File: src/rtl/life_pkg.sv
/* Shared grid constants and types for the Life engine.
   Imported by every module that handles rows, addresses or counters. */
package life_pkg;

	//////////////////////////////////////////////////
	// Grid geometry
	//////////////////////////////////////////////////

	localparam int GRID_SIZE = 256; // Cells per row and rows per grid
	localparam int ADDR_BITS = 8;   // Row address width

	// One grid row, bit set means alive
	typedef logic [GRID_SIZE-1:0] cell_row_t;

	// Row address, wraps mod GRID_SIZE so the grid is a vertical torus
	typedef logic [ADDR_BITS-1:0] row_addr_t;

	// Counter widths
	typedef logic [47:0] gen_count_t; // Generations since reset
	typedef logic [23:0] gen_rate_t;  // Generations in the last window

	// Fire button debounce FSM
	typedef enum logic [2:0] {
		idle,
		wait_press,
		wait_pulse,
		wait_long,
		long,
		wait_off,
		wait_long_off
	} debounce_state_t;

endpackage

File: src/rtl/button_debounce.sv
/* Fire button debounce: synchronizes the raw level, then gives a one-shot
   pulse on a short press and a level while the button is held long. */
`timescale 1ns/1ps
module button_debounce import life_pkg::*; #(
	parameter int PRESS_CYCLES   = 240000,   // Stable press before the pulse
	parameter int PULSE_CYCLES   = 1200000,  // Lockout after the pulse
	parameter int LONG_CYCLES    = 33554432, // Hold time for auto fire
	parameter int RELEASE_CYCLES = 4800000   // Stable release before idle
) (
	input  logic clk,
	input  logic reset,
	input  logic fire_button,
	output logic short_fire,
	output logic long_fire
);

	logic [2:0] meta;     // Three stage synchronizer
	logic in_s;           // Synchronized button level
	logic [31:0] count1;  // Time since press began
	logic [31:0] count0;  // Time since release
	debounce_state_t state;
	debounce_state_t state_next;

	always_ff @(posedge clk) begin
		meta <= {meta[1:0], fire_button};
	end
	assign in_s = meta[2];

	//////////////////////////////////////////////////
	// State machine
	//////////////////////////////////////////////////

	always_comb begin
		state_next = state;
		case (state)
			idle:          state_next = in_s ? wait_press : idle;
			wait_press: begin
				if (!in_s)
					state_next = idle; // Bounce, back out
				else if (count1 == 32'(PRESS_CYCLES))
					state_next = wait_pulse;
			end
			wait_pulse: begin
				if (count1 == 32'(PULSE_CYCLES))
					state_next = wait_long; // Ignores the button meanwhile
			end
			wait_long: begin
				if (!in_s)
					state_next = wait_off;
				else if (count1 >= 32'(LONG_CYCLES))
					state_next = long;
			end
			long:          state_next = in_s ? long : wait_long_off;
			wait_off: begin
				if (in_s)
					state_next = wait_long; // Pressed again, keep timing
				else if (count0 == 32'(RELEASE_CYCLES))
					state_next = idle;
			end
			wait_long_off: begin
				if (in_s)
					state_next = long;
				else if (count0 == 32'(RELEASE_CYCLES))
					state_next = idle;
			end
			default:       state_next = idle;
		endcase
	end

	always_ff @(posedge clk) begin
		if (reset) begin
			state      <= idle;
			short_fire <= 1'b0;
		end else begin
			state      <= state_next;
			short_fire <= (state_next == wait_pulse) && (state != wait_pulse); // Entry pulse
		end
	end

	// Auto fire level, kept through the release filter
	assign long_fire = (state == long) || (state == wait_long_off);

	//////////////////////////////////////////////////
	// Timers
	//////////////////////////////////////////////////

	always_ff @(posedge clk) begin
		if (reset) begin
			count0 <= '0;
			count1 <= '0;
		end else begin
			count1 <= (state == idle) ? '0 : count1 + 32'd1;
			if (state == wait_off || state == wait_long_off)
				count0 <= count0 + 32'd1; // Only counts while released
			else
				count0 <= '0;
		end
	end

endmodule

File: config.mk
export PLATFORM = sky130hd
export DESIGN_NAME = button_debounce
export DESIGN_NICKNAME = d
export VERILOG_FILES = /design/src/rtl/life_pkg.sv /design/src/rtl/button_debounce.sv
export SDC_FILE = /design/constraint.sdc
export NUM_CORES = 1
export LEC_CHECK = 0
export BUFFER_PORTS_ARGS = -buffer_cell sky130_fd_sc_hd__buf_2
export CAP_MARGIN = 5
export CORE_ASPECT_RATIO = 2
export CORE_UTILIZATION = 40
export DETAILED_ROUTE_END_ITERATION = 8
export GPL_TIMING_DRIVEN = 0
export SLEW_MARGIN = 20
export SYNTH_ARGS = -nofsm -noshare
export SYNTH_HDL_FRONTEND = slang
export SYNTH_SLANG_ARGS = --single-unit
File: constraint.sdc
create_clock -name clk -period 2.58 [get_ports clk]
set_input_delay 0.516 -clock clk [delete_from_list [all_inputs] [get_ports clk]]
set_output_delay 0.516 -clock clk [all_outputs]
set_load 0.05 [all_outputs]
Word-level counts from Yosys, hierarchy flattened
Index checks and enable logic that the tools add are counted.

word-level totals
  memory bits (read-only) = 0
  latch bits = 0
  memory bits (writable) = 0
  word-level logic and storage cells = 37
  register bits after elaboration = 71
  output and inout bits = 2
  bits of input ports = 3
  memories = 0

operators by class
  shift-type cells = 0
  $mul = 0
  add/subtract/negate cells = 2
  reductions and logical operators = 6
  eq/ne operators = 11
  bitwise operators = 1
  divide/modulo/power cells = 0
  mux-type cells = 11
  $lt $le $gt $ge = 1

operators with widths
  kind                   count
  $add 32x1->32 const B  2
  $eq 32x18->1 const B   1
  $eq 32x21->1 const B   1
  $eq 32x23->1 const B   1
  $ge 32x26->1 const B   1
  $mux 3                 8
  $pmux 3 s7             1
  $eq 3x2->1 const B     3
  $eq 3x3->1 const B     3
  $reduce_or 2->1        2
  $eq 3x1->1 const B     1
  $logic_not 3->1        1
  $ne 3x2->1 const B     1
  $logic_or 1x1->1       2
  $mux 2                 1
  $logic_and 1x1->1      1
  $mux 1                 1
  $not 1->1              1

Longest topological paths before layout
  depth after elaboration = 6
  depth in mapped cells = 7

Worst setup path after synthesis
OpenSTA, ideal clock, no wires.

  path kind = reg2reg
  from = register count1[15]
  to = register count1[30]
  cell stages (with the launch flop) = 7
  data arrival time = 1,854 ps
  data required time = 2,510 ps
  setup slack = 656 ps
  period minus slack after synthesis = 1,924 ps
  path buffers = 1
  cell sequence = dfxtp_1 -> nand2_2 -> or3_1 -> buf_2 -> or4_4 -> or3_1 -> a21oi_1

between the ends
  longest elaborated chain between the ends = 1

RTL lines
  what                    RTL line               source
  from (decl)             button_debounce.sv:19  logic [31:0] count1;
  from (signal assigned)  button_debounce.sv:92  count1 <= (state == idle) ? '0 : count1 + 32'd1;
  $add 32x1->32           button_debounce.sv:92

Every way passes these cells.
A chain may end at the register's enable or synchronous reset.

Worst setup path in the final report
  from = register count0[0]
  to = register count0[30]

between the ends
  longest elaborated chain between the ends = 1

RTL lines
  what                    RTL line               source
  from (decl)             button_debounce.sv:20  logic [31:0] count0;
  from (signal assigned)  button_debounce.sv:94  count0 <= count0 + 32'd1;
  $add 32x1->32           button_debounce.sv:94

Every way passes these cells.

==> impl_metrics.py <==
metrics = {
    "routing": {
        "drt_pass1_iterations": 4,
        "dr_total_vias": 2812,
        "drc_errors": 0,
        "antenna_left": 0,
        "wire_per_inst_um": 14.5,
        "drt_iter0_drc": 84,
        "post_drt_via_cell_ratio": 5.47,
        "drt_wl_total_um": 7440,
    },
    "pwr": {
        "leakage_uw": 0.00120,
        "irDropWorstVdd_mv": 0.323,
        "cellPowerDensity_nw_per_um2": 607,
        "total_power_uw": 2290,
    },
    "placement": {
        "pre_cts_slack_ns": 0.321,
        "finalWeightedCongestion": 0.853,
        "io_buffers": 4,
        "dp.final_hpwl_um": 5500,
    },
    "grt": {
        "top_usage_layer": "met2",
        "grt_pass1_wl_um": 12900,
        "grt_use_total_pct": 19.4,
        "grt_overflow": 0,
        "first_global_vias": 2826,
        "met1_usage_pct": 19.2,
        "use_met3_pct": 3.65,
        "antenna_found_initial": 0,
        "grt_use_met2_pct": 35.6,
        "grt_max_degree": 11,
    },
    "layout": {
        "nFillCells": 795,
        "syn_to_final_growth_pct": 12.5,
        "final_util_pct": 47.1,
        "antennaDiodeCount": 0,
        "nets": 421,
        "drive_above_1_share_pct": 6.22,
    },
    "min_path": {
        "holdPathStages": 1,
        "hold_path.class": "input port to flip-flop",
        "min_to": "meta[0]",
        "min_from": "fire_button",
    },
    "synth": {
        "syn_area_per_cell_um2": 8.39,
        "yosysSeqAreaShare_pct": 42.5,
        "synth-seq-cells": 71,
        "synthesis.area_um2": 3350,
        "yosys.area.top_type": "dfxtp_1",
        "syn-num-nets": 406,
        "synth_warnings": 0,
        "async_reset_ff_share_pct": 0,
        "synth_area_leaders": "dfxtp_1 (42%), nor2_1 (6.2%), xor2_1 (6.0%)",
        "synth-edff-count": 0,
        "synth_top_flop_cell": "dfxtp_1",
        "synth_cell_types": 43,
        "synth.top_cell.area_share_pct": 42.5,
        "netlist_instances": 399,
    },
    "clock_network": {
        "clkSinkCount": 71,
        "holdBufCountCts": 0,
        "root_buffer": "clkbuf_16",
        "cts_resized": 0,
        "clockBufferDepth": 2,
        "cts_made_buffers": 9,
        "post-cts-setup-buffers": 0,
        "cts_max_level": 3,
        "cts.clk_slew.worst_paths_ns": 0.05,
        "tritoncts": "yes",
        "clock_latency_ns": 0.33,
    },
    "timing": {
        "tightest_slew_ns": 0.529,
        "fmax_ghz": 0.447,
        "hold_ws_ns": 0.282,
        "skew_ns": 0.00561,
        "rsz0062_at_grt": "no",
        "setup_ws_ns": 0.344,
        "slew_violations": 0,
        "fin_crit_sh_pct": 86.7,
        "finalSetupTns_ns": 0,
        "finalHoldViolCount": 0,
        "finalCriticalPeriod_ns": 2.24,
        "setup_viol": 0,
        "max_slew_margin_pct": 64.7,
    },
    "floorplanning": {
        "die_area_um2": 8760,
        "die_w_um": 66.7,
        "start_util_pct": 41.9,
        "io_pins": 5,
        "fp-row-count": 46,
        "core_um2": 8000,
        "die_h_um": 131,
    },
    "setup_path": {
        "reg2reg_to": "count0[30]",
        "crit_type": "flip-flop to flip-flop",
        "cp_max_fo": 8,
        "reg2reg_depth": 6,
        "start_kind": "flip-flop",
        "required_ns": 2.80,
        "cp.arrival_ns": 2.46,
        "r2r_slack_ns": 0.34,
        "cp-end-kind": "flip-flop",
        "worstReg2RegStart": "count0[0]",
    },
    "status": {
        "status": "completed",
    },
    "run": {
        "drv_cap": 0,
    },
}
-- critical path, cell delays in order, from the launching register on --
cell and delay, ns:
dfxtp_1 0.39, ha_1 0.20, and3_1 0.16, clkbuf_1 0.36, nand4_1 0.34, or3_1 0.41
mux2_2 0.27
-- synthesized netlist by cell type (2+ instances only) --
master / instances
and4_1: 7
o211ai_1: 4
clkbuf_1: 11
nor4_1: 10
buf_1: 3
nor2b_1: 3
nor2_1: 55
dfxtp_1: 71
ha_1: 4
xor2_1: 23
nand3_1: 19
and3_1: 12
buf_2: 2
o22ai_1: 2
nor3_1: 14
nand2_1: 27
and2_1: 7
inv_1: 15
or4_1: 4
nor4bb_1: 2
nor4b_1: 5
nand2b_1: 4
or3_1: 15
a21oi_1: 13
xnor2_1: 21
nand4b_1: 2
or2_2: 2
o21ai_0: 12
nand4_1: 16
-- worst max path at each step --
stage                    start    endpoint  slack (ns)  depth (start not counted)
floorplan           count1[15]  count1[30]        0.66                          6
global placement     count0[0]  count0[30]        0.35                          6
detailed placement   count0[0]  count0[30]        0.32                          6
CTS                  count0[0]  count0[30]        0.31                          6
global route         count0[0]  count0[30]        0.19                          6
finish               count0[0]  count0[30]        0.34                          6
-- cell usage in the layout (no fill, tap or decap), types with 3 or more instances in the layout --
cell type / count
and3_1: 12
and4_1: 7
ha_1: 4
nor4b_1: 5
inv_1: 15
buf_1: 3
nor3_1: 14
nor2_1: 55
nand4_1: 16
o21ai_0: 12
clkbuf_16: 9
dfxtp_1: 71
nand2_1: 27
or3_1: 15
clkbuf_1: 14
nand3_1: 19
nand2b_1: 4
nor2b_1: 3
nor4_1: 10
xor2_1: 23
xnor2_1: 21
or4_1: 4
and2_1: 7
clkbuf_8: 3
o211ai_1: 4
a21oi_1: 13
buf_2: 6
-- report_power, final --
group | switching, uW | internal, uW
clock | 430 | 725
combinational | 17.3 | 9.15
sequential | 3.02 | 1100
-- kinds of logic after synthesis --
| kind of cell | after synthesis | share of synthesized area [%] |
|---|---|---|
| multiplexers | 1 | 0.336 |
| adder cells (fa/ha/maj) | 4 | 1.49 |
| AO/OA/AOI/OAI | 39 | 6.99 |
| XOR/XNOR | 44 | 11.5 |
| buffers and inverters | 31 | 3.55 |
| AND/OR/NAND/NOR | 209 | 33.7 |
| flip-flops | 71 | 42.5 |
-- metal layers --
metal  vias to the layer above  wire, um
met5                         -         0
met4                         0       174
met3                        11       183
met2                        38      4250
met1                      1336      2830
li1                       1427         -
-- sequential cells by signal (all words and copies together) (netlist names) --
name        cells
meta            3
count1         32
short_fire      1
count0         32
state           3
-- final cells by class --
type,count,area (um^2),share of cell area (%)
Clock buffer,15,278,7.38
Tap cell,96,120,3.19
Multi-Input combinational cell,297,1810,48.0
Sequential cell,71,1420,37.7
Timing Repair Buffer,4,20.0,0.532
Inverter,15,56.3,1.50
Buffer,16,62.6,1.66
-- stage by stage --
| stage | instance area (um^2) | instances |
|---|---|---|
| 4_1_cts | 3770 | 514 |
| 6_report | 3770 | 514 |
| 2_1_floorplan | 3350 | 399 |
| 5_1_grt | 3770 | 514 |
| 3_3_place_gp | 3490 | 499 |
| 3_5_place_dp | 3490 | 499 |
No activity file was read; power rests on OpenSTA's default activity.
