File: config.mk
export PLATFORM = sky130hd
export DESIGN_NAME = generation_counters
export DESIGN_NICKNAME = d
export VERILOG_FILES = /design/src/rtl/life_pkg.sv /design/src/rtl/generation_counters.sv
export SDC_FILE = /design/constraint.sdc
export NUM_CORES = 1
export LEC_CHECK = 0
export ABC_CLOCK_PERIOD_IN_PS = 6400
export BUFFER_PORTS_ARGS = -buffer_cell sky130_fd_sc_hd__clkbuf_2
export CAP_MARGIN = 0
export CORE_MARGIN = 1.5
export CORE_UTILIZATION = 35
export DETAILED_ROUTE_END_ITERATION = 7
export HOLD_SLACK_MARGIN = 0.05
export PLACE_DENSITY = 0.55
export REMOVE_ABC_BUFFERS = 1
export SYNTH_ARGS = -nofsm -noshare
export SYNTH_HDL_FRONTEND = slang
export SYNTH_SLANG_ARGS = --single-unit
File: constraint.sdc
create_clock -name clk -period 6.4 [get_ports clk]
set_clock_uncertainty 0.2 [all_clocks]
set_input_delay 0.32 -clock clk [delete_from_list [all_inputs] [get_ports clk]]
set_output_delay 0.32 -clock clk [all_outputs]
set_load 0.05 [all_outputs]
File: src/rtl/life_pkg.sv
/* Shared grid constants and types for the Life engine.
   Imported by every module that handles rows, addresses or counters. */
package life_pkg;

	//////////////////////////////////////////////////
	// Grid geometry
	//////////////////////////////////////////////////

	localparam int GRID_SIZE = 256; // Cells per row and rows per grid
	localparam int ADDR_BITS = 8;   // Row address width

	// One grid row, bit set means alive
	typedef logic [GRID_SIZE-1:0] cell_row_t;

	// Row address, wraps mod GRID_SIZE so the grid is a vertical torus
	typedef logic [ADDR_BITS-1:0] row_addr_t;

	// Counter widths
	typedef logic [47:0] gen_count_t; // Generations since reset
	typedef logic [23:0] gen_rate_t;  // Generations in the last window

	// Fire button debounce FSM
	typedef enum logic [2:0] {
		idle,
		wait_press,
		wait_pulse,
		wait_long,
		long,
		wait_off,
		wait_long_off
	} debounce_state_t;

endpackage

File: src/rtl/generation_counters.sv
/* Generation statistics: running total since reset and the count
   latched over each rate window. */
`timescale 1ns/1ps
module generation_counters import life_pkg::*; #(
	parameter int GENS          = 10,       // Generations per tick
	parameter int SECOND_CYCLES = 48000000  // Rate window length
) (
	input  logic clk,
	input  logic reset,
	input  logic gen_tick,
	output gen_count_t total_gens,
	output gen_rate_t gens_per_sec
);

	localparam int SW = $clog2(SECOND_CYCLES + 1);

	logic [SW-1:0] sec_cnt;
	gen_rate_t win_gens;   // Generations so far in this window
	gen_rate_t tick_add;

	assign tick_add = gen_tick ? 24'(GENS) : '0;

	always_ff @(posedge clk) begin
		if (reset) begin
			total_gens   <= '0;
			sec_cnt      <= '0;
			win_gens     <= '0;
			gens_per_sec <= '0;
		end else begin
			if (gen_tick)
				total_gens <= total_gens + 48'(GENS);
			if (sec_cnt == SW'(SECOND_CYCLES - 1)) begin
				sec_cnt      <= '0;
				gens_per_sec <= win_gens + tick_add; // Tick on the boundary counts here
				win_gens     <= '0;
			end else begin
				sec_cnt  <= sec_cnt + 1'b1;
				win_gens <= win_gens + tick_add;
			end
		end
	end

endmodule

* Word level (Yosys, flattened, before mapping)
Index checks and enable logic that the tools add are counted.
** Word-level totals
- Bits of input ports :: 3
- Bits in registers :: 122
- Output and inout port bits :: 72
- Word-level logic and storage cells :: 10
** Cells by class
- Add/subtract/negate cells :: 3
- Reductions and logical operators :: 1
- Mux-type cells :: 1
- Eq/ne operators :: 1
** Operators by type and width (count)
- $add A48 B4 Y48 const B :: 1
- $add A26 B1 Y26 const B :: 1
- $eq A26 B26 Y1 const B :: 1
- $add A24 B4 Y24 :: 1
- $mux W4 :: 1
- $reduce_or A2 Y1 :: 1

* Depth between registers and ports, before layout
Gate-level depths: netlist of run 1.
- Depth in word-level cells :: 2
- Mapped depth :: 9
- Depth with buffers taken out :: 7

* Least setup slack after synthesis of run 1
No wires, ideal clock.
- Kind :: register to register
- From :: reg total_gens[1]
- To :: reg total_gens[40]
- Library setup time :: 70 ps
- Period minus slack after synthesis :: 2841 ps
- Slack :: 3559 ps
- Cell stages (with the launch flop) :: 7
- Path buffers :: 1
- Data required time :: 6130 ps
- Arrival time :: 2571 ps
- Cell sequence :: dfxtp_1 -> a21oi_1 -> or4_4 -> buf_6 -> or4_4 -> or3_1 -> a21oi_1
** Between the ends
- Longest elaborated chain between the ends :: 1
** Ends and longest elaborated chain
- start: declaration :: line generation_counters.sv:11 : output gen_count_t total_gens,
- start signal: assignment :: line generation_counters.sv:31 : total_gens <= total_gens + 48'(GENS);
- $add A48 B4 Y48 :: line generation_counters.sv:31
Every way passes these cells.
A chain may end at the register's enable or synchronous reset.

* Final worst setup path of run 1
- From :: reg sec_cnt[0]
- To :: reg sec_cnt[14]
** Between the ends
- Longest elaborated chain between the ends :: 2
- Elaborated cells on any way between the ends :: 3
- Those cells by class :: add/sub (1); eq/ne (1); reduce/logical (1)
** Ends and longest elaborated chain
- start: declaration :: line generation_counters.sv:17 : logic [SW-1:0] sec_cnt;
- start signal: assignment :: line generation_counters.sv:37 : sec_cnt <= sec_cnt + 1'b1;
- parallel branches: the longest is 2 deep, another holds $add A26 B1 Y26
Parallel ways; which one is timed is not known.

==> results of run 1 <==
-- cells in the mapped netlist, types with 2 or more instances --
cell type,number
clkbuf_1,19
a21oi_1,12
nand4_1,29
or2_2,2
nor3_1,17
dfxtp_1,119
or4_4,2
xnor2_1,51
and2_1,4
ha_1,5
nor4_1,21
a211oi_1,20
nor2_1,117
nor2b_1,3
mux2i_1,3
or4_1,3
nor4b_1,3
buf_1,5
nand2_1,31
nand3_1,28
nor4bb_1,2
and4_1,8
nor3b_1,2
o21ai_0,8
or3_1,8
buf_4,3
inv_1,8
and3_1,13
xor2_1,30
-- layout make-up --
cell class	instances	area (um2)
Clock buffer	24	472
Inverter	8	30.0
Tap cell	184	230
Clock inverter	5	50.0
Timing Repair Buffer	74	375
Multi-Input combinational cell	435	2620
Sequential cell	119	2380
Fill cell	1443	8320
-- power groups by stage --
stage          Sequential (mW)  Combinational [mW]  Clock (mW)
6_report                 0.757              0.0538       0.848
3_3_place_gp             0.771              0.0539           0
5_1_grt                  0.757              0.0589       0.906
2_1_floorplan            0.780              0.0250           0
3_5_place_dp             0.772              0.0544           0
4_1_cts                  0.757              0.0546       0.870
-- state kept, by name (all words and copies together), names as in the netlist --
name,flops
gens_per_sec,23
win_gens,23
sec_cnt,26
total_gens,47
-- worst max-delay path, cell delays in order, from the launching register on --
cell and delay [ps]:
dfxtp_1 370, ha_1 240, nand4_1 200, nor3_1 360, and3_1 210, buf_4 390, or2_2 730, nor2_1 140
-- layer usage --
layer,routed length (um),vias up,part of all wire [%],global-route usage [%]
li1,-,2188,-,-
met1,5690,2082,49,20.0
met2,5350,93,46,24.6
met3,493,17,4.2,4.81
met4,154,0,1.3,5.88
met5,0,-,0,0
-- logic make-up (layout without fill, tap and decap cells) --
logic type	Yosys count	count (layout)	share of synthesized area (%)
other cells	1	2	0.0727
mux	4	4	0.801
xor+xnor	81	81	13.8
fa+ha+maj	5	5	1.21
compound gates	45	45	5.63
simple gates	298	298	29.2
buf+inv	37	111	3.08
flops	119	119	46.2
-- how the worst max path moves through the flow --
| stage | start | to | slack (ps) | depth (start not counted) |
|---|---|---|---|---|
| 2_1_floorplan | sec_cnt[0] | sec_cnt[10] | 3360 | 6 |
| 3_3_place_gp | sec_cnt[0] | sec_cnt[20] | 3450 | 7 |
| 6_report | sec_cnt[0] | sec_cnt[14] | 3380 | 7 |
| 5_1_grt | sec_cnt[0] | win_gens[8] | 3010 | 7 |
| 4_1_cts | sec_cnt[0] | sec_cnt[14] | 3320 | 7 |
| 3_5_place_dp | sec_cnt[0] | win_gens[11] | 3340 | 7 |
-- metrics by stage --
step                area [um2]  util (%)  hold slack [ps]  power, mW
detailed placement        5640      38.9              269      0.826
global route              6160      42.5              184       1.72
finish                    6160      42.5              162       1.66
floorplan                 5030         -              189      0.805
CTS                       6160      42.5              153       1.68
global placement          5640      38.9              241      0.825
==> impl_metrics.py, run 1 <==
metrics = {
    "run_status": {
        "status": "complete, no violations",
    },
    "worst_hold_path": {
        "hp-class": "primary input to register",
        "hold_depth": 3,
        "hold_start": "gen_tick",
        "holdPathEnd": "total_gens[1]",
    },
    "drt": {
        "wl_per_cell_um": 13.8,
        "dr.first_iter.drc_count": 209,
        "firstDrtPassIters": 4,
        "ant_nets": 0,
        "totalWireLength_um": 11700,
        "drc": 0,
        "drt-vias-per-instance": 5.16,
        "vias": 4380,
    },
    "power_and_ir_drop": {
        "max-vdd-ir-drop_mv": 0.196,
        "switchingPower_mw": 0.353,
        "switching_share_pct": 21.3,
        "power_frac_clock_pct": 51.1,
        "comb_power_share_pct": 3.2,
        "intPower_mw": 1.31,
        "power_density_mw_per_mm2": 269,
        "p_seq_share_pct": 45.6,
        "p_leak_nw": 2.18,
    },
    "clock_network": {
        "cts_max_level": 4,
        "cts_tree": "built",
        "clkLatencyLatePin_ps": 410,
        "clkSinkCount": 119,
        "cts_hold_buf": 0,
        "root_buffer": "clkbuf_16",
        "cts_buffers": 17,
        "cts_resized": 0,
        "postCtsSetupRepairBufs": 0,
        "cts_buffer_depth": 2,
        "path_clk_slew_ps": 50,
    },
    "placed_design": {
        "gp_congestion": 0.795,
        "io_buffers": 72,
        "dp_slack_ps": 3340,
        "dpl.hpwl_um": 7950,
        "dp.cells": 820,
    },
    "worst_setup_path": {
        "worstSetupPathType": "register to register",
        "worstReg2RegStart": "sec_cnt[0]",
        "worst_r2r_endpoint": "sec_cnt[14]",
        "endpoint_kind": "register",
        "critPathLaunchType": "register",
        "ff2ff_path_depth": 7,
        "critPathArrivalTime_ps": 3080,
        "worstPathRequired_ps": 6460,
        "cp_max_fo": 45,
        "r2r_slack_ps": 3380,
    },
    "sta": {
        "post-route-period-util_pct": 47.2,
        "min_period_ps": 3020,
        "hold_viol": 0,
        "setup-violations-final": 0,
        "fmax_ghz": 0.331,
        "fin_ws_ps": 3380,
        "slew_headroom_pct": 30.7,
        "rsz0062_at_grt": "false",
        "finalSetupTns_ps": 0,
        "drv_slew": 0,
        "worstMarginPinSlew_ps": 1030,
    },
    "floorplan": {
        "dieHeight_um": 124,
        "die-area_mm2": 0.0155,
        "die_x_um": 124,
        "start_util_pct": 35.6,
        "coreArea_mm2": 0.0145,
        "placementRows": 44,
        "io_pins": 75,
    },
    "synth": {
        "synth-edff-count": 0,
        "synth_top_area_share_pct": 46.2,
        "syn_inst": 590,
        "async_flop_share_pct": 0,
        "synthFlopType": "dfxtp_1",
        "ys_ff_latch": 119,
        "synth_area_mm2": 0.00515,
        "synth_top_area_cell": "dfxtp_1",
        "seq_area_frac_synth_pct": 46.2,
        "yosys_warnings": 0,
        "synth_cell_types": 43,
        "synth.top_cells.by_area": "dfxtp_1, xnor2_1, nor2_1",
        "synth.avg_cell_area_um2": 8.74,
    },
    "final_layout": {
        "n_antenna_cell": 0,
        "drive_gt1_share_pct": 16.1,
        "layout_common_cells": "dfxtp_1, nor2_1, clkbuf_2, xnor2_1, nand2_1",
        "area_growth_pct": 19.4,
        "mostFrequentLayoutCell": "dfxtp_1",
        "stdcell_count": 849,
        "layout.nets": 663,
    },
    "global_routing": {
        "grt_pass1_vias": 4085,
        "grt_pass1_wl_um": 19600,
        "antenna_found_initial": 0,
        "grt_usage_pct": 15.6,
        "gr-total-overflow": 0,
        "grt_max_degree": 75,
    },
    "job": {
        "max_cap_violations": 0,
    },
}
(Power assumes the default switching activity.)
==> inputs of run 2 (changes only) <==
--- a/config.mk
+++ b/config.mk
@@ -5,14 +5,14 @@
 export SDC_FILE = /design/constraint.sdc
 export NUM_CORES = 1
 export LEC_CHECK = 0
-export ABC_CLOCK_PERIOD_IN_PS = 6400
+export ABC_CLOCK_PERIOD_IN_PS = 2550
 export BUFFER_PORTS_ARGS = -buffer_cell sky130_fd_sc_hd__clkbuf_2
 export CAP_MARGIN = 0
 export CORE_MARGIN = 1.5
 export CORE_UTILIZATION = 35
 export DETAILED_ROUTE_END_ITERATION = 7
 export HOLD_SLACK_MARGIN = 0.05
-export PLACE_DENSITY = 0.55
+export PLACE_DENSITY = 0.57
 export REMOVE_ABC_BUFFERS = 1
 export SYNTH_ARGS = -nofsm -noshare
 export SYNTH_HDL_FRONTEND = slang
==> constraint.sdc (replaced) <==
create_clock -name clk -period 2.55 [get_ports clk]
set_clock_uncertainty 0.2 [all_clocks]
set_input_delay 0.1275 -clock clk [delete_from_list [all_inputs] [get_ports clk]]
set_output_delay 0.1275 -clock clk [all_outputs]
set_load 0.05 [all_outputs]
==> impl_metrics.py, run 2 (synthesis gave the netlist of run 1 again) <==
metrics = {
    "sta": {
        "fmax_ghz": 0.419,
        "slew_headroom_pct": 58.8,
        "holdWs_ps": 107,
        "min_period_ps": 2380,
        "post-route-period-util_pct": 93.5,
        "drv_slew": 0,
        "setup-violations-final": 0,
        "worstMarginPinSlew_ps": 618,
        "rsz0062_at_grt": "false",
        "hold_viol": 0,
        "fin_ws_ps": 166,
    },
    "power_and_ir_drop": {
        "max-vdd-ir-drop_mv": 0.472,
        "intPower_mw": 3.62,
        "p_leak_nw": 2.41,
        "p_seq_share_pct": 41.6,
        "comb_power_share_pct": 3.5,
        "power_frac_clock_pct": 55.0,
        "switchingPower_mw": 0.932,
        "switching_share_pct": 20.4,
        "power_density_mw_per_mm2": 697,
    },
    "clock_network": {
        "cts_max_level": 4,
        "cts_buffer_depth": 2,
        "cts_buffers": 17,
        "cts_tree": "built",
        "root_buffer": "clkbuf_16",
        "clkLatencyLatePin_ps": 410,
        "clkSinkCount": 119,
        "path_clk_slew_ps": 50,
    },
    "worst_setup_path": {
        "cp_max_fo": 6,
        "worstSetupPathType": "register to register",
        "critPathArrivalTime_ps": 2520,
        "worstPathRequired_ps": 2680,
        "critPathLaunchType": "register",
        "endpoint_kind": "register",
    },
    "drt": {
        "vias": 4423,
        "dr.first_iter.drc_count": 229,
        "wl_per_cell_um": 13.9,
        "totalWireLength_um": 12300,
        "ant_nets": 0,
        "firstDrtPassIters": 4,
        "drt-vias-per-instance": 5.00,
        "drc": 0,
    },
    "global_routing": {
        "gr-total-overflow": 0,
        "use_met1_pct": 20.7,
        "grt_pass1_vias": 4385,
        "grt_use_met2_pct": 26.9,
        "grt_pass1_wl_um": 20900,
        "grt_usage_pct": 16.5,
        "grt_max_degree": 45,
        "antenna_found_initial": 0,
        "grt_util_met3_pct": 4.94,
        "globalRoute.busiestLayer": "met2",
    },
    "final_layout": {
        "mostFrequentLayoutCell": "dfxtp_1",
        "drive_gt1_share_pct": 21.1,
        "largest_reg_flops": 47,
        "n_antenna_cell": 0,
        "layout_common_cells": "dfxtp_1, nor2_1, clkbuf_2, xnor2_1, buf_4",
        "top_regs": "total_gens x47, sec_cnt x26",
        "largest-register": "total_gens",
        "area_growth_pct": 26.8,
        "layout.nets": 697,
    },
    "placed_design": {
        "dpl.hpwl_um": 8710,
        "io_buffers": 72,
        "gp_congestion": 0.836,
        "dp_slack_ps": 203,
    },
    "floorplan": {
        "dieHeight_um": 124,
        "start_util_pct": 35.6,
        "placementRows": 44,
        "die-area_mm2": 0.0155,
        "die_x_um": 124,
        "io_pins": 75,
        "coreArea_mm2": 0.0145,
    },
    "run_status": {
        "status": "complete, no violations",
    },
    "worst_hold_path": {
        "hp-class": "primary input to register",
    },
    "job": {
        "max_cap_violations": 0,
    },
}
[run 2: cell count changes in the layout (fill, tap and decap cells not counted), sizes merged]
cell,previous run,this run
clkinv,4,6
clkbuf,96,93
dlygate4sd3,0,1
buf,2,35
bufinv,1,4
[run 2: area by class of cell]
type	instances	area, um2
inverter	8	30.0
timing repair buffer	108	646
multi-input combinational	435	2630
tap	184	230
fill	1412	7940
clock buffer	21	470
sequential	119	2380
clock inverter	10	150
[run 2: power groups by stage]
stage | combinational, mW | clock [mW] | sequential, mW
6_report | 0.157 | 2.50 | 1.90
4_1_cts | 0.159 | 2.55 | 1.89
2_1_floorplan | 0.0627 | 0 | 1.96
3_5_place_dp | 0.157 | 0 | 1.93
5_1_grt | 0.173 | 2.64 | 1.90
3_3_place_gp | 0.154 | 0 | 1.93
[run 2: per-stage QoR]
stage	util [%]	power (mW)	cells	TNS [ps]	instance area, um2
6_report	45.1	4.56	885	0	6540
5_1_grt	45.1	4.71	885	0	6540
4_1_cts	45.1	4.61	885	0	6530
3_5_place_dp	40.7	2.09	853	0	5900
3_3_place_gp	40.7	2.09	853	0	5900
2_1_floorplan	-	2.02	562	-22460	5030
[run 2: what timing repair did]
action | in CTS | in global routing
hold buffers | 1 | 0
buffers inserted | 0 | 0
resized for setup | 0 | 2
hold endpoints to repair | 3 | 0
setup endpoints to repair | 0 | 3
[run 2: critical path, cell delays in order (launching register included)]
cell and delay [ps]:
dfxtp_1 410, nand4_1 190, or4_1 590, or4_4 460
or3_1 330, a21oi_1 150
[run 2: path summary, 6_finish.rpt]
check                 start              to  slack [ps]  cells past startpoint
max          total_gens[19]  total_gens[40]         170                      5
min                   reset  total_gens[13]         110                      2
max reg2reg  total_gens[19]  total_gens[40]         170                      5
min reg2reg      sec_cnt[0]      sec_cnt[0]         270                      1
[run 2: metal layers]
layer | wire (um) | share of wire [%]
met5 | 0 | 0
met4 | 153 | 1.2
met3 | 478 | 3.9
met2 | 5700 | 46
met1 | 5950 | 48
