`config.mk`:
```
export PLATFORM = sky130hd
export DESIGN_NAME = ram_arbiter
export DESIGN_NICKNAME = d
export VERILOG_FILES = /design/src/rtl/life_pkg.sv /design/src/rtl/ram_arbiter.sv
export SDC_FILE = /design/constraint.sdc
export NUM_CORES = 1
export LEC_CHECK = 0
export BUFFER_PORTS_ARGS = -buffer_cell sky130_fd_sc_hd__clkbuf_2
export CAP_MARGIN = 20
export CORE_AREA = 4 4 527 529
export DETAILED_ROUTE_END_ITERATION = 8
export DIE_AREA = 0 0 531 533
export GPL_TIMING_DRIVEN = 0
export HOLD_SLACK_MARGIN = 0.1
export PLACE_DENSITY = 0.3
export SLEW_MARGIN = 20
export SYNTH_ARGS = -nofsm -noshare
export SYNTH_HDL_FRONTEND = slang
export SYNTH_SLANG_ARGS = --single-unit
```
`constraint.sdc`:
```
create_clock -name clk -period 7.5 [get_ports clk]
set_input_delay 1.5 -clock clk [delete_from_list [all_inputs] [get_ports clk]]
set_output_delay 1.5 -clock clk [all_outputs]
set_load 0.01 [all_outputs]
```
`src/rtl/life_pkg.sv`:
```
/* Shared grid constants and types for the Life engine.
   Imported by every module that handles rows, addresses or counters. */
package life_pkg;

	//////////////////////////////////////////////////
	// Grid geometry
	//////////////////////////////////////////////////

	localparam int GRID_SIZE = 256; // Cells per row and rows per grid
	localparam int ADDR_BITS = 8;   // Row address width

	// One grid row, bit set means alive
	typedef logic [GRID_SIZE-1:0] cell_row_t;

	// Row address, wraps mod GRID_SIZE so the grid is a vertical torus
	typedef logic [ADDR_BITS-1:0] row_addr_t;

	// Counter widths
	typedef logic [47:0] gen_count_t; // Generations since reset
	typedef logic [23:0] gen_rate_t;  // Generations in the last window

	// Fire button debounce FSM
	typedef enum logic [2:0] {
		idle,
		wait_press,
		wait_pulse,
		wait_long,
		long,
		wait_off,
		wait_long_off
	} debounce_state_t;

endpackage

```
`src/rtl/ram_arbiter.sv`:
```
/* RAM port steering between sequencer, row loader and row readout.
   External rows are logical and get base added here. */
`timescale 1ns/1ps
module ram_arbiter import life_pkg::*; (
	input  logic clk,
	input  logic reset,
	input  logic seq_active,
	input  logic seq_we,
	input  logic load_we,
	input  logic read_req,
	input  row_addr_t seq_raddr,
	input  row_addr_t seq_waddr,
	input  row_addr_t base,
	input  row_addr_t load_addr,
	input  row_addr_t read_addr,
	input  cell_row_t next_row,
	input  cell_row_t load_data,
	input  cell_row_t ram_rdata,
	output row_addr_t ram_raddr,
	output row_addr_t ram_waddr,
	output logic ram_we,
	output logic read_pend,
	output logic row_valid,
	output cell_row_t ram_wdata,
	output cell_row_t row_data
);

	row_addr_t pend_addr;
	logic serve;         // Pending read goes out this cycle
	logic [1:0] rd_del;  // Address issued, data at RAM output

	assign serve = read_pend && !seq_active;

	always_ff @(posedge clk) begin
		if (reset) begin
			read_pend <= 1'b0;
			rd_del    <= '0;
			row_valid <= 1'b0;
		end else begin
			if (read_req)
				read_pend <= 1'b1; // Newest request wins
			else if (serve)
				read_pend <= 1'b0;
			rd_del    <= {rd_del[0], serve};
			row_valid <= rd_del[1];
		end
	end

	always_ff @(posedge clk) begin
		if (read_req)
			pend_addr <= read_addr;
		ram_raddr <= base + (seq_active ? seq_raddr : pend_addr); // Registered read address
		if (rd_del[1])
			row_data <= ram_rdata;
	end

	// Write port, loader only between passes
	assign ram_we    = seq_active ? seq_we : load_we;
	assign ram_waddr = base + (seq_active ? seq_waddr : load_addr);
	assign ram_wdata = seq_active ? next_row : load_data;

endmodule

```
# Yosys cells after proc, flatten, opt, wreduce, memory -nomap -nowiden
# Cells that the tools add are included.
[totals]
wordCells = 17
regBits = 276
output_inout_bits = 531
in_bits = 814
[op_classes]
n_addsub = 2
muxes = 6
n_reduce_logical = 3
[ops]
columns = ["op", "n"]
rows = [
  ["$mux 256", 1],
  ["$add 8x8->8", 2],
  ["$mux 8", 2],
  ["$mux 1", 3],
  ["$reduce_bool 2->1", 1],
  ["$logic_and 1x1->1", 1],
  ["$logic_not 1->1", 1],
]

# Longest topological paths before layout
# Gate-level depths: netlist of the first run.
[logic_depth]
depth_word = 4
ltp_mapped = 11
depth_no_buf = 8

# Worst setup path after synthesis of the first run
# No wires, ideal clock.
[synth_timing]
kind = "flip-flop to flip-flop"
from = "register rd_del[1]"
to = "register row_data[0], enable pin"
path_stages_with_launch = 1
required_ns = 6.857
period_less_slack_ns = 6.538
arrival_ns = 5.895
setup_ns = 0.643
path_slack_ns = 0.962
path_buffers = 0
cell_sequence = "dfxtp_1"
[synth_lines]
columns = ["element", "line_no", "source"]
rows = [
  ["from (decl)", "ram_arbiter.sv:30", "logic [1:0] rd_del;"],
  ["from (signal assigned)", "ram_arbiter.sv:44", "rd_del <= {rd_del[0], serve};"],
  ["to (signal assigned)", "ram_arbiter.sv:54", "row_data <= ram_rdata;"],
  ["to (decl)", "ram_arbiter.sv:25", "output cell_row_t row_data"],
]
# No word-level cell between the ends.

# Worst setup path after layout of the first run
[layout_timing]
from = "input port seq_active"
to = "output port ram_waddr[6]"
[layout_between]
elab_chain_cells = 2
[layout_lines]
columns = ["element", "line_no", "source"]
rows = [
  ["from (decl)", "ram_arbiter.sv:7", "input logic seq_active,"],
  ["$mux 8", "ram_arbiter.sv:59", "assign ram_waddr = base + (seq_active ? seq_waddr : load_addr);"],
  ["$add 8x8->8", "ram_arbiter.sv:59", ""],
  ["to (decl)", "ram_arbiter.sv:20", "output row_addr_t ram_waddr,"],
]
# Every way passes these cells.

==> impl_metrics.ini, run 1 <==
[critical_path]
crit_top_cell = buf_2
cp_cell_sequence = buf_2 -> buf_2 -> buf_2 -> mux2_2 -> ha_1 -> inv_1 -> fa_1 -> nor2b_4 -> o31a_1 -> or4_1 -> nand3_1 -> clkbuf_2
worstSetupEndpointType = primary output
worstPathArrival_ns = 4.86
slowest_stage = buf_2
worst-r2r-setup-slack_ns = 5.32
r2r_cells = 8
max_stage_delay_ns = 0.48
cp.required_ns = 6.00
timing.rr.end = ram_raddr[6]$_DFF_P_
r2r_start = pend_addr[0]$_DFFE_PP_
crit_fanout = 11
cp-start-kind = input pin
critPathKind = input pin to primary output

[finish]
final_cells = 5722
syn_to_final_growth_pct = 107
final_area_um2 = 24800
multi_input_area_um2 = 3660
fillCellCount = 31900
nets = 2882
final_util = 0.0910
layout.area.seq_um2 = 8170
drive_gt1_frac = 0.821

[clock_network]
h-tree-depth = 2
cts.sinks = 276
cts_buffer_depth = 3
cts-hold-fix-buffers = 0
cts_root_buf = clkbuf_16
numCtsBuffers = 39
clk_pin_slew_ns = 0.07
cts.repair.resized = 0
cts.repair_timing.setup_buffer_count = 0
clk_latency_ns = 0.60
cts_tree = done

[placement]
io_buffers = 1343
hpwlAfterDp_mm = 184
dp.cells = 5600
dpl_cell_area_um2 = 23400
dpl_worst_slack_ns = 0.941
place_congestion = 0.947

[yosys]
syn_inst = 662
post-synth-top-count-cell = mux2_2
yosys_warnings = 0
synth_cell_type_count = 27
synth_ff_type = edfxtp_1
synth_seq_cells = 276
yosysSeqAreaShare = 0.680
synth_edf_count = 264
syn_area_per_cell_um2 = 18.2
async_flop_share = 0
synth.area.top_cells = edfxtp_1 (66%), mux2_2 (25%), dfxtp_1 (2.0%), ha_1 (1.5%), buf_2 (1.3%)
syn-num-nets = 1492
netlist_area_um2 = 12000
yosys-top-cells-count = mux2_2 (269), edfxtp_1 (264), buf_2 (31), ha_1 (14), dfxtp_1 (12)
yosysTopAreaCellShare = 0.660
netlist.top_cell.by_area = edfxtp_1

[power_and_ir_drop]
report.power.total_mw = 4.80
powerDensity_nw_per_um2 = 193
leakagePower_nw = 10.3
vdd_drop_max_v = 0.000347

[global_route]
grt_pass1_wl_mm = 222
grt_usage = 0.132
antenna_found_initial = 159
grt_overflow_total = 0
grt_pass1_vias = 13600
grt_max_degree = 55

[worst_hold_path]
holdPathEnd = rd_del[1]$_SDFF_PP0_
hold_path_depth = 1
worstHoldPathType = register to register
hold_start = rd_del[0]$_SDFF_PP0_

[sta]
finalMaxSlewViolations = 0
layout_setup_ws_ns = 1.14
finalHoldViolCount = 0
slew_headroom = 0.475
rsz0062_at_grt = false
min_period_over_period = 0.848
tns_ns = 0
whs_ns = 0.435
clock.fmax_ghz = 0.157
tightest_slew_ns = 0.788
setup_viol = 0
fin_crit_ns = 6.36
skew_ns = 0.0353

[die]
die_h_um = 533
die_width_um = 531
fp-row-count = 192
dieArea_um2 = 283000
start_util = 0.0440
core_um2 = 273000
boundaryPins = 1345

[route]
wl_mm = 196
viasPerCell = 2.28
dr.pass1.iters = 4
drt_iter0_drc = 509
wl_per_cell_um = 34.3
num_vias = 13000
drc = 0
postRouteAntennaNets = 0

[job]
drv_cap = 0

[status]
status = finished, final reports clean
==> cell type report <==
class                   count  area share
diodes                     50     0.00504
plain buffers              31     0.00625
clock buffers              46      0.0403
clock inverters            26      0.0131
inverters                   9     0.00136
multi-input cells         346       0.147
flip-flops and latches    276       0.329
well taps                3589       0.181
repair buffers           1349       0.277
==> state kept, by name, indices dropped and copies added (netlist names) <==
name,cells
row_data,256
pend_addr,8
read_pend,1
row_valid,1
rd_del,2
ram_raddr,8
==> worst max path at each step <==
| stage | cells past startpoint | slack [ns] | end | start |
|---|---|---|---|---|
| 2_1_floorplan | 0 | 0.96 | row_data[0]$_DFFE_PP_ | rd_del[1]$_SDFF_PP0_ |
| 3_3_place_gp | 0 | -3.61 | row_data[182]$_DFFE_PP_ | rd_del[1]$_SDFF_PP0_ |
| 3_5_place_dp | 12 | 0.94 | ram_waddr[6] | seq_active |
| 4_1_cts | 12 | 0.94 | ram_waddr[6] | seq_active |
| 5_1_grt | 12 | 0.97 | ram_waddr[6] | seq_active |
| 6_report | 12 | 1.14 | ram_waddr[6] | seq_active |
==> metal layers <==
metal  track usage  vias up  share of wire
li1              -     5447              -
met1         0.126     6198           0.33
met2         0.240     1046           0.50
met3        0.0897      277           0.16
met4        0.0145       70          0.016
met5             0        -         0.0022
==> layout by cell type (no fill, tap or decap), types with 3 or more instances in the layout <==
master,n
clkinv_1,6
inv_1,9
dfxtp_1,11
ha_1,14
clkbuf_2,1343
diode_2,50
inv_6,3
buf_2,31
nor2_1,3
nand3_1,6
bufinv_16,5
mux2i_1,4
clkinv_2,6
edfxtp_1,264
clkbuf_16,39
mux2_2,269
a21oi_1,11
xnor2_1,8
buf_16,4
clkbuf_1,7
==> where the power goes <==
| part | internal [mW] | switching [mW] | leakage, nW |
|---|---|---|---|
| combinational | 0.383 | 0.671 | 7.14 |
| sequential | 1.72 | 0.0117 | 2.49 |
| clock | 1.15 | 0.858 | 0.648 |
| total | 3.26 | 1.54 | 10.3 |
==> critical path, delay by kind of cell <==
kind	cells	cell delay (ns)
buffers and inverters	5	1.62
AND/OR/NAND/NOR	3	0.57
adder cells (fa/ha/maj)	2	0.46
multiplexers	1	0.40
AO/OA/AOI/OAI	1	0.27
==> logic make-up after synthesis <==
group	count (synthesis)	share of synthesized area
AO/OA/AOI/OAI	23	0.0117
XOR/XNOR	10	0.00729
adder cells (fa/ha/maj)	16	0.0179
buffers and inverters	40	0.0157
flip-flops	276	0.680
multiplexers	273	0.255
AND/OR/NAND/NOR	24	0.0126
Power figures use the tool's default switching activity.
==> run 2: changes to the inputs <==
--- a/config.mk
+++ b/config.mk
@@ -7,9 +7,9 @@
 export LEC_CHECK = 0
 export BUFFER_PORTS_ARGS = -buffer_cell sky130_fd_sc_hd__clkbuf_2
 export CAP_MARGIN = 20
-export CORE_AREA = 4 4 527 529
+export CORE_AREA = 4 4 528 530
 export DETAILED_ROUTE_END_ITERATION = 8
-export DIE_AREA = 0 0 531 533
+export DIE_AREA = 0 0 532 534
 export GPL_TIMING_DRIVEN = 0
 export HOLD_SLACK_MARGIN = 0.1
 export PLACE_DENSITY = 0.3
==> constraint.sdc (replaced) <==
create_clock -name clk -period 5.41 [get_ports clk]
set_input_delay 1.082 -clock clk [delete_from_list [all_inputs] [get_ports clk]]
set_output_delay 1.082 -clock clk [all_outputs]
set_load 0.01 [all_outputs]
==> run 2 against run 1 <==
Via count is 0.47% lower. Clock power up 49%. Worst setup slack worse by 0.82 ns. Combinational power is 35% higher. Total power rose by 42%. Core utilization barely moved. First-iteration DRC count grew 30%. Final area rose by 0.54%. Critical path type unchanged. Critical endpoint unchanged. Largest power group unchanged. Highest routed layer unchanged.
==> impl_metrics.ini, run 2 (synthesized netlist as in run 1, its figures left out) <==
[finish]
largest_reg_flops = 256
drive_gt1_frac = 0.822
multi_input_area_um2 = 3670
nets = 2883
final_util = 0.0914
largest_register = row_data
syn_to_final_growth_pct = 108
final_area_um2 = 25000
layout.area.seq_um2 = 8170
final_common_cell = clkbuf_2
layout_common_cells = clkbuf_2 (1343), mux2_2 (269), edfxtp_1 (264)
top_regs = row_data x256, pend_addr x8, ram_raddr x8
fillCellCount = 31900

[route]
drc = 0
drt_iter0_drc = 662
viasPerCell = 2.27
wl_mm = 193
postRouteAntennaNets = 0
dr.pass1.iters = 4
num_vias = 13000
wl_per_cell_um = 33.8

[global_route]
antenna_found_initial = 179
grt_usage = 0.131
grt_max_degree = 50
grt_pass1_vias = 13800
grt_pass1_wl_mm = 224
grt_overflow_total = 0

[sta]
skew_ns = 0.0323
clock.fmax_ghz = 0.196
fin_crit_ns = 5.09
finalMaxSlewViolations = 0
tightest_slew_ns = 0.892
rsz0062_at_grt = false
slew_headroom = 0.388
finalHoldViolCount = 0
setup_viol = 0
min_period_over_period = 0.941

[placement]
hpwlAfterDp_mm = 182
io_buffers = 1343
place_congestion = 0.942
dpl_cell_area_um2 = 23400

[clock_network]
cts.repair_timing.setup_buffer_count = 0
h-tree-depth = 2
clk_pin_slew_ns = 0.06
cts.repair.resized = 3
cts_buffer_depth = 3
cts-hold-fix-buffers = 0
cts.sinks = 276
cts_root_buf = clkbuf_16
numCtsBuffers = 40
clk_latency_ns = 0.62
cts_tree = done

[critical_path]
critPathKind = input pin to primary output
worstPathArrival_ns = 4.01
worstSetupEndpointType = primary output
crit_fanout = 10
cp.required_ns = 4.33
cp-start-kind = input pin

[die]
boundaryPins = 1345
fp-row-count = 192
start_util = 0.0440
die_width_um = 532
dieArea_um2 = 284000
core_um2 = 273000
die_h_um = 534

[power_and_ir_drop]
powerDensity_nw_per_um2 = 273
pwr-share-seq = 0.353
vdd_drop_max_v = 0.000244
clock_power_share = 0.440
intPower_mw = 4.75
combPwrFrac = 0.207
p_switching_mw = 2.07
leakagePower_nw = 10.3
switching_share = 0.304

[worst_hold_path]
worstHoldPathType = register to register

[job]
drv_cap = 0

[status]
status = finished, final reports clean
## run 2: per-stage QoR
stage / instances / hold slack, ns / TNS, ns / worst slack, ns / total power, mW
detailed placement: 5600 / 0.436 / -0.668 / -0.365 / 3.97
CTS: 5673 / 0.446 / 0 / 0.142 / 7.10
global placement: 5594 / 0.424 / -170.43 / -0.711 / 3.97
floorplan: 662 / 0.414 / 0 / 1.07 / 2.87
finish: 5723 / 0.442 / 0 / 0.317 / 6.82
global route: 5681 / 0.458 / 0 / 0.108 / 7.20
## run 2: worst paths after layout
kind / slack, ns / cells after the start / from / end
hold reg to reg: 0.44 / 1 / rd_del[0]$_SDFF_PP0_ / rd_del[1]$_SDFF_PP0_
setup reg to reg: 3.09 / 6 / pend_addr[1]$_DFFE_PP_ / ram_raddr[6]$_DFF_P_
hold / removal: 0.44 / 1 / rd_del[0]$_SDFF_PP0_ / rd_del[1]$_SDFF_PP0_
setup / recovery: 0.32 / 12 / seq_active / ram_waddr[6]
## run 2: power by group through the flow
| stage | Sequential, mW | Clock [mW] | Combinational [mW] |
|---|---|---|---|
| 3_5_place_dp | 2.45 | 0 | 1.52 |
| 5_1_grt | 2.41 | 3.24 | 1.55 |
| 3_3_place_gp | 2.47 | 0 | 1.50 |
| 4_1_cts | 2.41 | 3.17 | 1.52 |
| 6_report | 2.41 | 3.00 | 1.42 |
| 2_1_floorplan | 2.48 | 0 | 0.387 |
## run 2: area by class of cell
class / instances / share of cell area
Clock buffer: 47 / 0.0420
Sequential cell: 276 / 0.327
Inverter: 9 / 0.00135
Multi-Input combinational cell: 346 / 0.147
Tap cell: 3589 / 0.180
Antenna cell: 50 / 0.00501
Timing Repair Buffer: 1349 / 0.275
Clock inverter: 26 / 0.0159
Buffer: 31 / 0.00641
## run 2: critical path, stage by stage
cell	delay [ns]
buf_4	0.20
buf_2	0.31
buf_4	0.35
mux2_2	0.40
ha_1	0.20
inv_1	0.08
fa_1	0.26
nor2b_4	0.06
o31a_1	0.27
or4_1	0.41
nand3_1	0.10
clkbuf_2	0.24
## run 2: routing by layer
metal	up-vias	global-route usage	part of all wire
li1	5444	-	-
met2	1068	0.228	0.48
met1	6030	0.114	0.30
met4	102	0.0264	0.033
met5	-	0	0.0034
met3	333	0.112	0.19
==> run 3: changes to the inputs <==
--- a/config.mk
+++ b/config.mk
@@ -7,9 +7,9 @@
 export LEC_CHECK = 0
 export BUFFER_PORTS_ARGS = -buffer_cell sky130_fd_sc_hd__clkbuf_2
 export CAP_MARGIN = 20
-export CORE_AREA = 4 4 528 530
+export CORE_AREA = 2 2 526 528
 export DETAILED_ROUTE_END_ITERATION = 8
-export DIE_AREA = 0 0 532 534
+export DIE_AREA = 0 0 528 530
 export GPL_TIMING_DRIVEN = 0
 export HOLD_SLACK_MARGIN = 0.1
 export PLACE_DENSITY = 0.3
==> run 3 against run 2 <==
Register-to-register slack improved by 0.09 ns. Global-route usage fell by 1.3 points. Total power fell by 0.63%. Core utilization fell by 0.050 points. Die area fell by 1.5%. Count of clock-buffer cells in the layout did not move. Critical endpoint unchanged. Largest power group unchanged. Highest routed layer unchanged.
==> impl_metrics.ini, run 3 (synthesized netlist as in run 1, its figures left out) <==
[status]
status = finished, final reports clean

[critical_path]
crit_fanout = 11
slowest_stage = or4_1
cp_cell_sequence = buf_2 -> buf_4 -> buf_4 -> mux2_2 -> ha_1 -> inv_1 -> fa_1 -> nor2b_4 -> o31a_1 -> or4_1 -> nand3_1 -> clkbuf_2
worstSetupEndpointType = primary output
cp-start-kind = input pin
critPathKind = input pin to primary output
crit_family = buffers and inverters
crit_buf_inv = 5
cp.required_ns = 4.33
crit_top_cell = buf_4
worstPathArrival_ns = 4.11
max_stage_delay_ns = 0.40

[sta]
finalMaxSlewViolations = 0
whs_ns = 0.431
finalHoldViolCount = 0
layout_setup_ws_ns = 0.219
rsz0062_at_grt = false
slew_headroom = 0.494
skew_ns = 0.0284
tightest_slew_ns = 0.738
clock.fmax_ghz = 0.193
fin_crit_ns = 5.19
min_period_over_period = 0.959
tns_ns = 0
setup_viol = 0

[route]
drt_iter0_drc = 636
postRouteAntennaNets = 0
wl_per_cell_um = 30.1
drc = 0
num_vias = 13200
dr.pass1.iters = 5
viasPerCell = 2.30
wl_mm = 172

[power_and_ir_drop]
powerDensity_nw_per_um2 = 272
leakagePower_nw = 10.3
vdd_drop_max_v = 0.000230

[finish]
final_util = 0.0909
layout.area.seq_um2 = 8170
largest_register = row_data
fillCellCount = 32000
top_regs = row_data x256, pend_addr x8, ram_raddr x8
syn_to_final_growth_pct = 108
largest_reg_flops = 256
drive_gt1_frac = 0.824
final_area_um2 = 25000
multi_input_area_um2 = 3660
final_common_cell = clkbuf_2
nets = 2883
layout_common_cells = clkbuf_2 (1343), mux2_2 (269), edfxtp_1 (264)

[die]
fp-row-count = 193
dieArea_um2 = 280000
die_h_um = 530
die_width_um = 528
start_util = 0.0437
core_um2 = 275000
boundaryPins = 1345

[clock_network]
cts_tree = done
cts_root_buf = clkbuf_16
clk_pin_slew_ns = 0.05
cts.sinks = 276
h-tree-depth = 2
cts_buffer_depth = 3
numCtsBuffers = 41
clk_latency_ns = 0.63

[placement]
dpl_worst_slack_ns = -0.291
hpwlAfterDp_mm = 161
dpl_cell_area_um2 = 23400
place_congestion = 0.888
io_buffers = 1343

[worst_hold_path]
worstHoldPathType = register to register

[global_route]
grt_usage = 0.117
grt_overflow_total = 0
antenna_found_initial = 196
grt_pass1_vias = 13100
grt_pass1_wl_mm = 197
grt_max_degree = 55

[job]
drv_cap = 0
==> run 3: cell types whose count changed in the layout (fill, tap and decap cells not counted), sizes merged <==
cell	before	now
diode	50	47
inv	10	13
clkinv	15	13
buf	37	36
bufinv	9	8
clkinvlp	1	2
==> run 3: worst paths after layout <==
check        cells after the start                    from                   end  slack, ns
min                              1    rd_del[0]$_SDFF_PP0_  rd_del[1]$_SDFF_PP0_       0.43
max reg2reg                      6  pend_addr[1]$_DFFE_PP_  ram_raddr[6]$_DFF_P_       3.18
max                             12              seq_active          ram_waddr[6]       0.22
min reg2reg                      1    rd_del[0]$_SDFF_PP0_  rd_del[1]$_SDFF_PP0_       0.43
==> run 3: worst reg2reg max path, cell delays in order (launching register included) <==
cell	delay, ns
edfxtp_1	0.36
mux2i_1	0.57
fa_1	0.40
nor2b_4	0.06
o31a_1	0.28
or4_1	0.41
nand3_1	0.11
==> run 3: power by group <==
| part | internal [mW] | switching, mW | total (mW) | leakage (nW) |
|---|---|---|---|---|
| sequential | 2.39 | 0.0145 | 2.41 | 2.49 |
| combinational | 0.531 | 0.833 | 1.36 | 7.14 |
| clock | 1.81 | 1.20 | 3.01 | 0.708 |
==> run 3: final cells by class <==
type                       count  area share
multi-input combinational    346       0.147
clock buffer                  47      0.0428
clock inverter                27      0.0151
antenna                       47     0.00471
buffer                        31     0.00641
tap                         3607       0.181
inverter                       9     0.00135
timing repair buffer        1348       0.275
sequential                   276       0.327
==> run 3: stage by stage <==
| step | power (mW) | std cells |
|---|---|---|
| 2_1_floorplan | 2.87 | 662 |
| 5_1_grt | 7.09 | 5717 |
| 6_report | 6.78 | 5738 |
| 3_5_place_dp | 3.89 | 5617 |
| 3_3_place_gp | 3.89 | 5612 |
| 4_1_cts | 7.02 | 5691 |
==> run 3: timing repair <==
action | CTS | global route
setup buffers | 0 | 0
hold buffers | 0 | 0
endpoints found under the setup margin | 1 | 0
gates resized for setup | 2 | 0
hold endpoints to repair | 0 | 0
==> run 3: layer usage <==
metal	vias to the layer above	track usage	routed length [µm]
met5	-	0	483
met4	74	0.0446	8280
met3	403	0.0750	25100
met2	1252	0.189	77300
met1	6046	0.122	61300
li1	5439	-	-
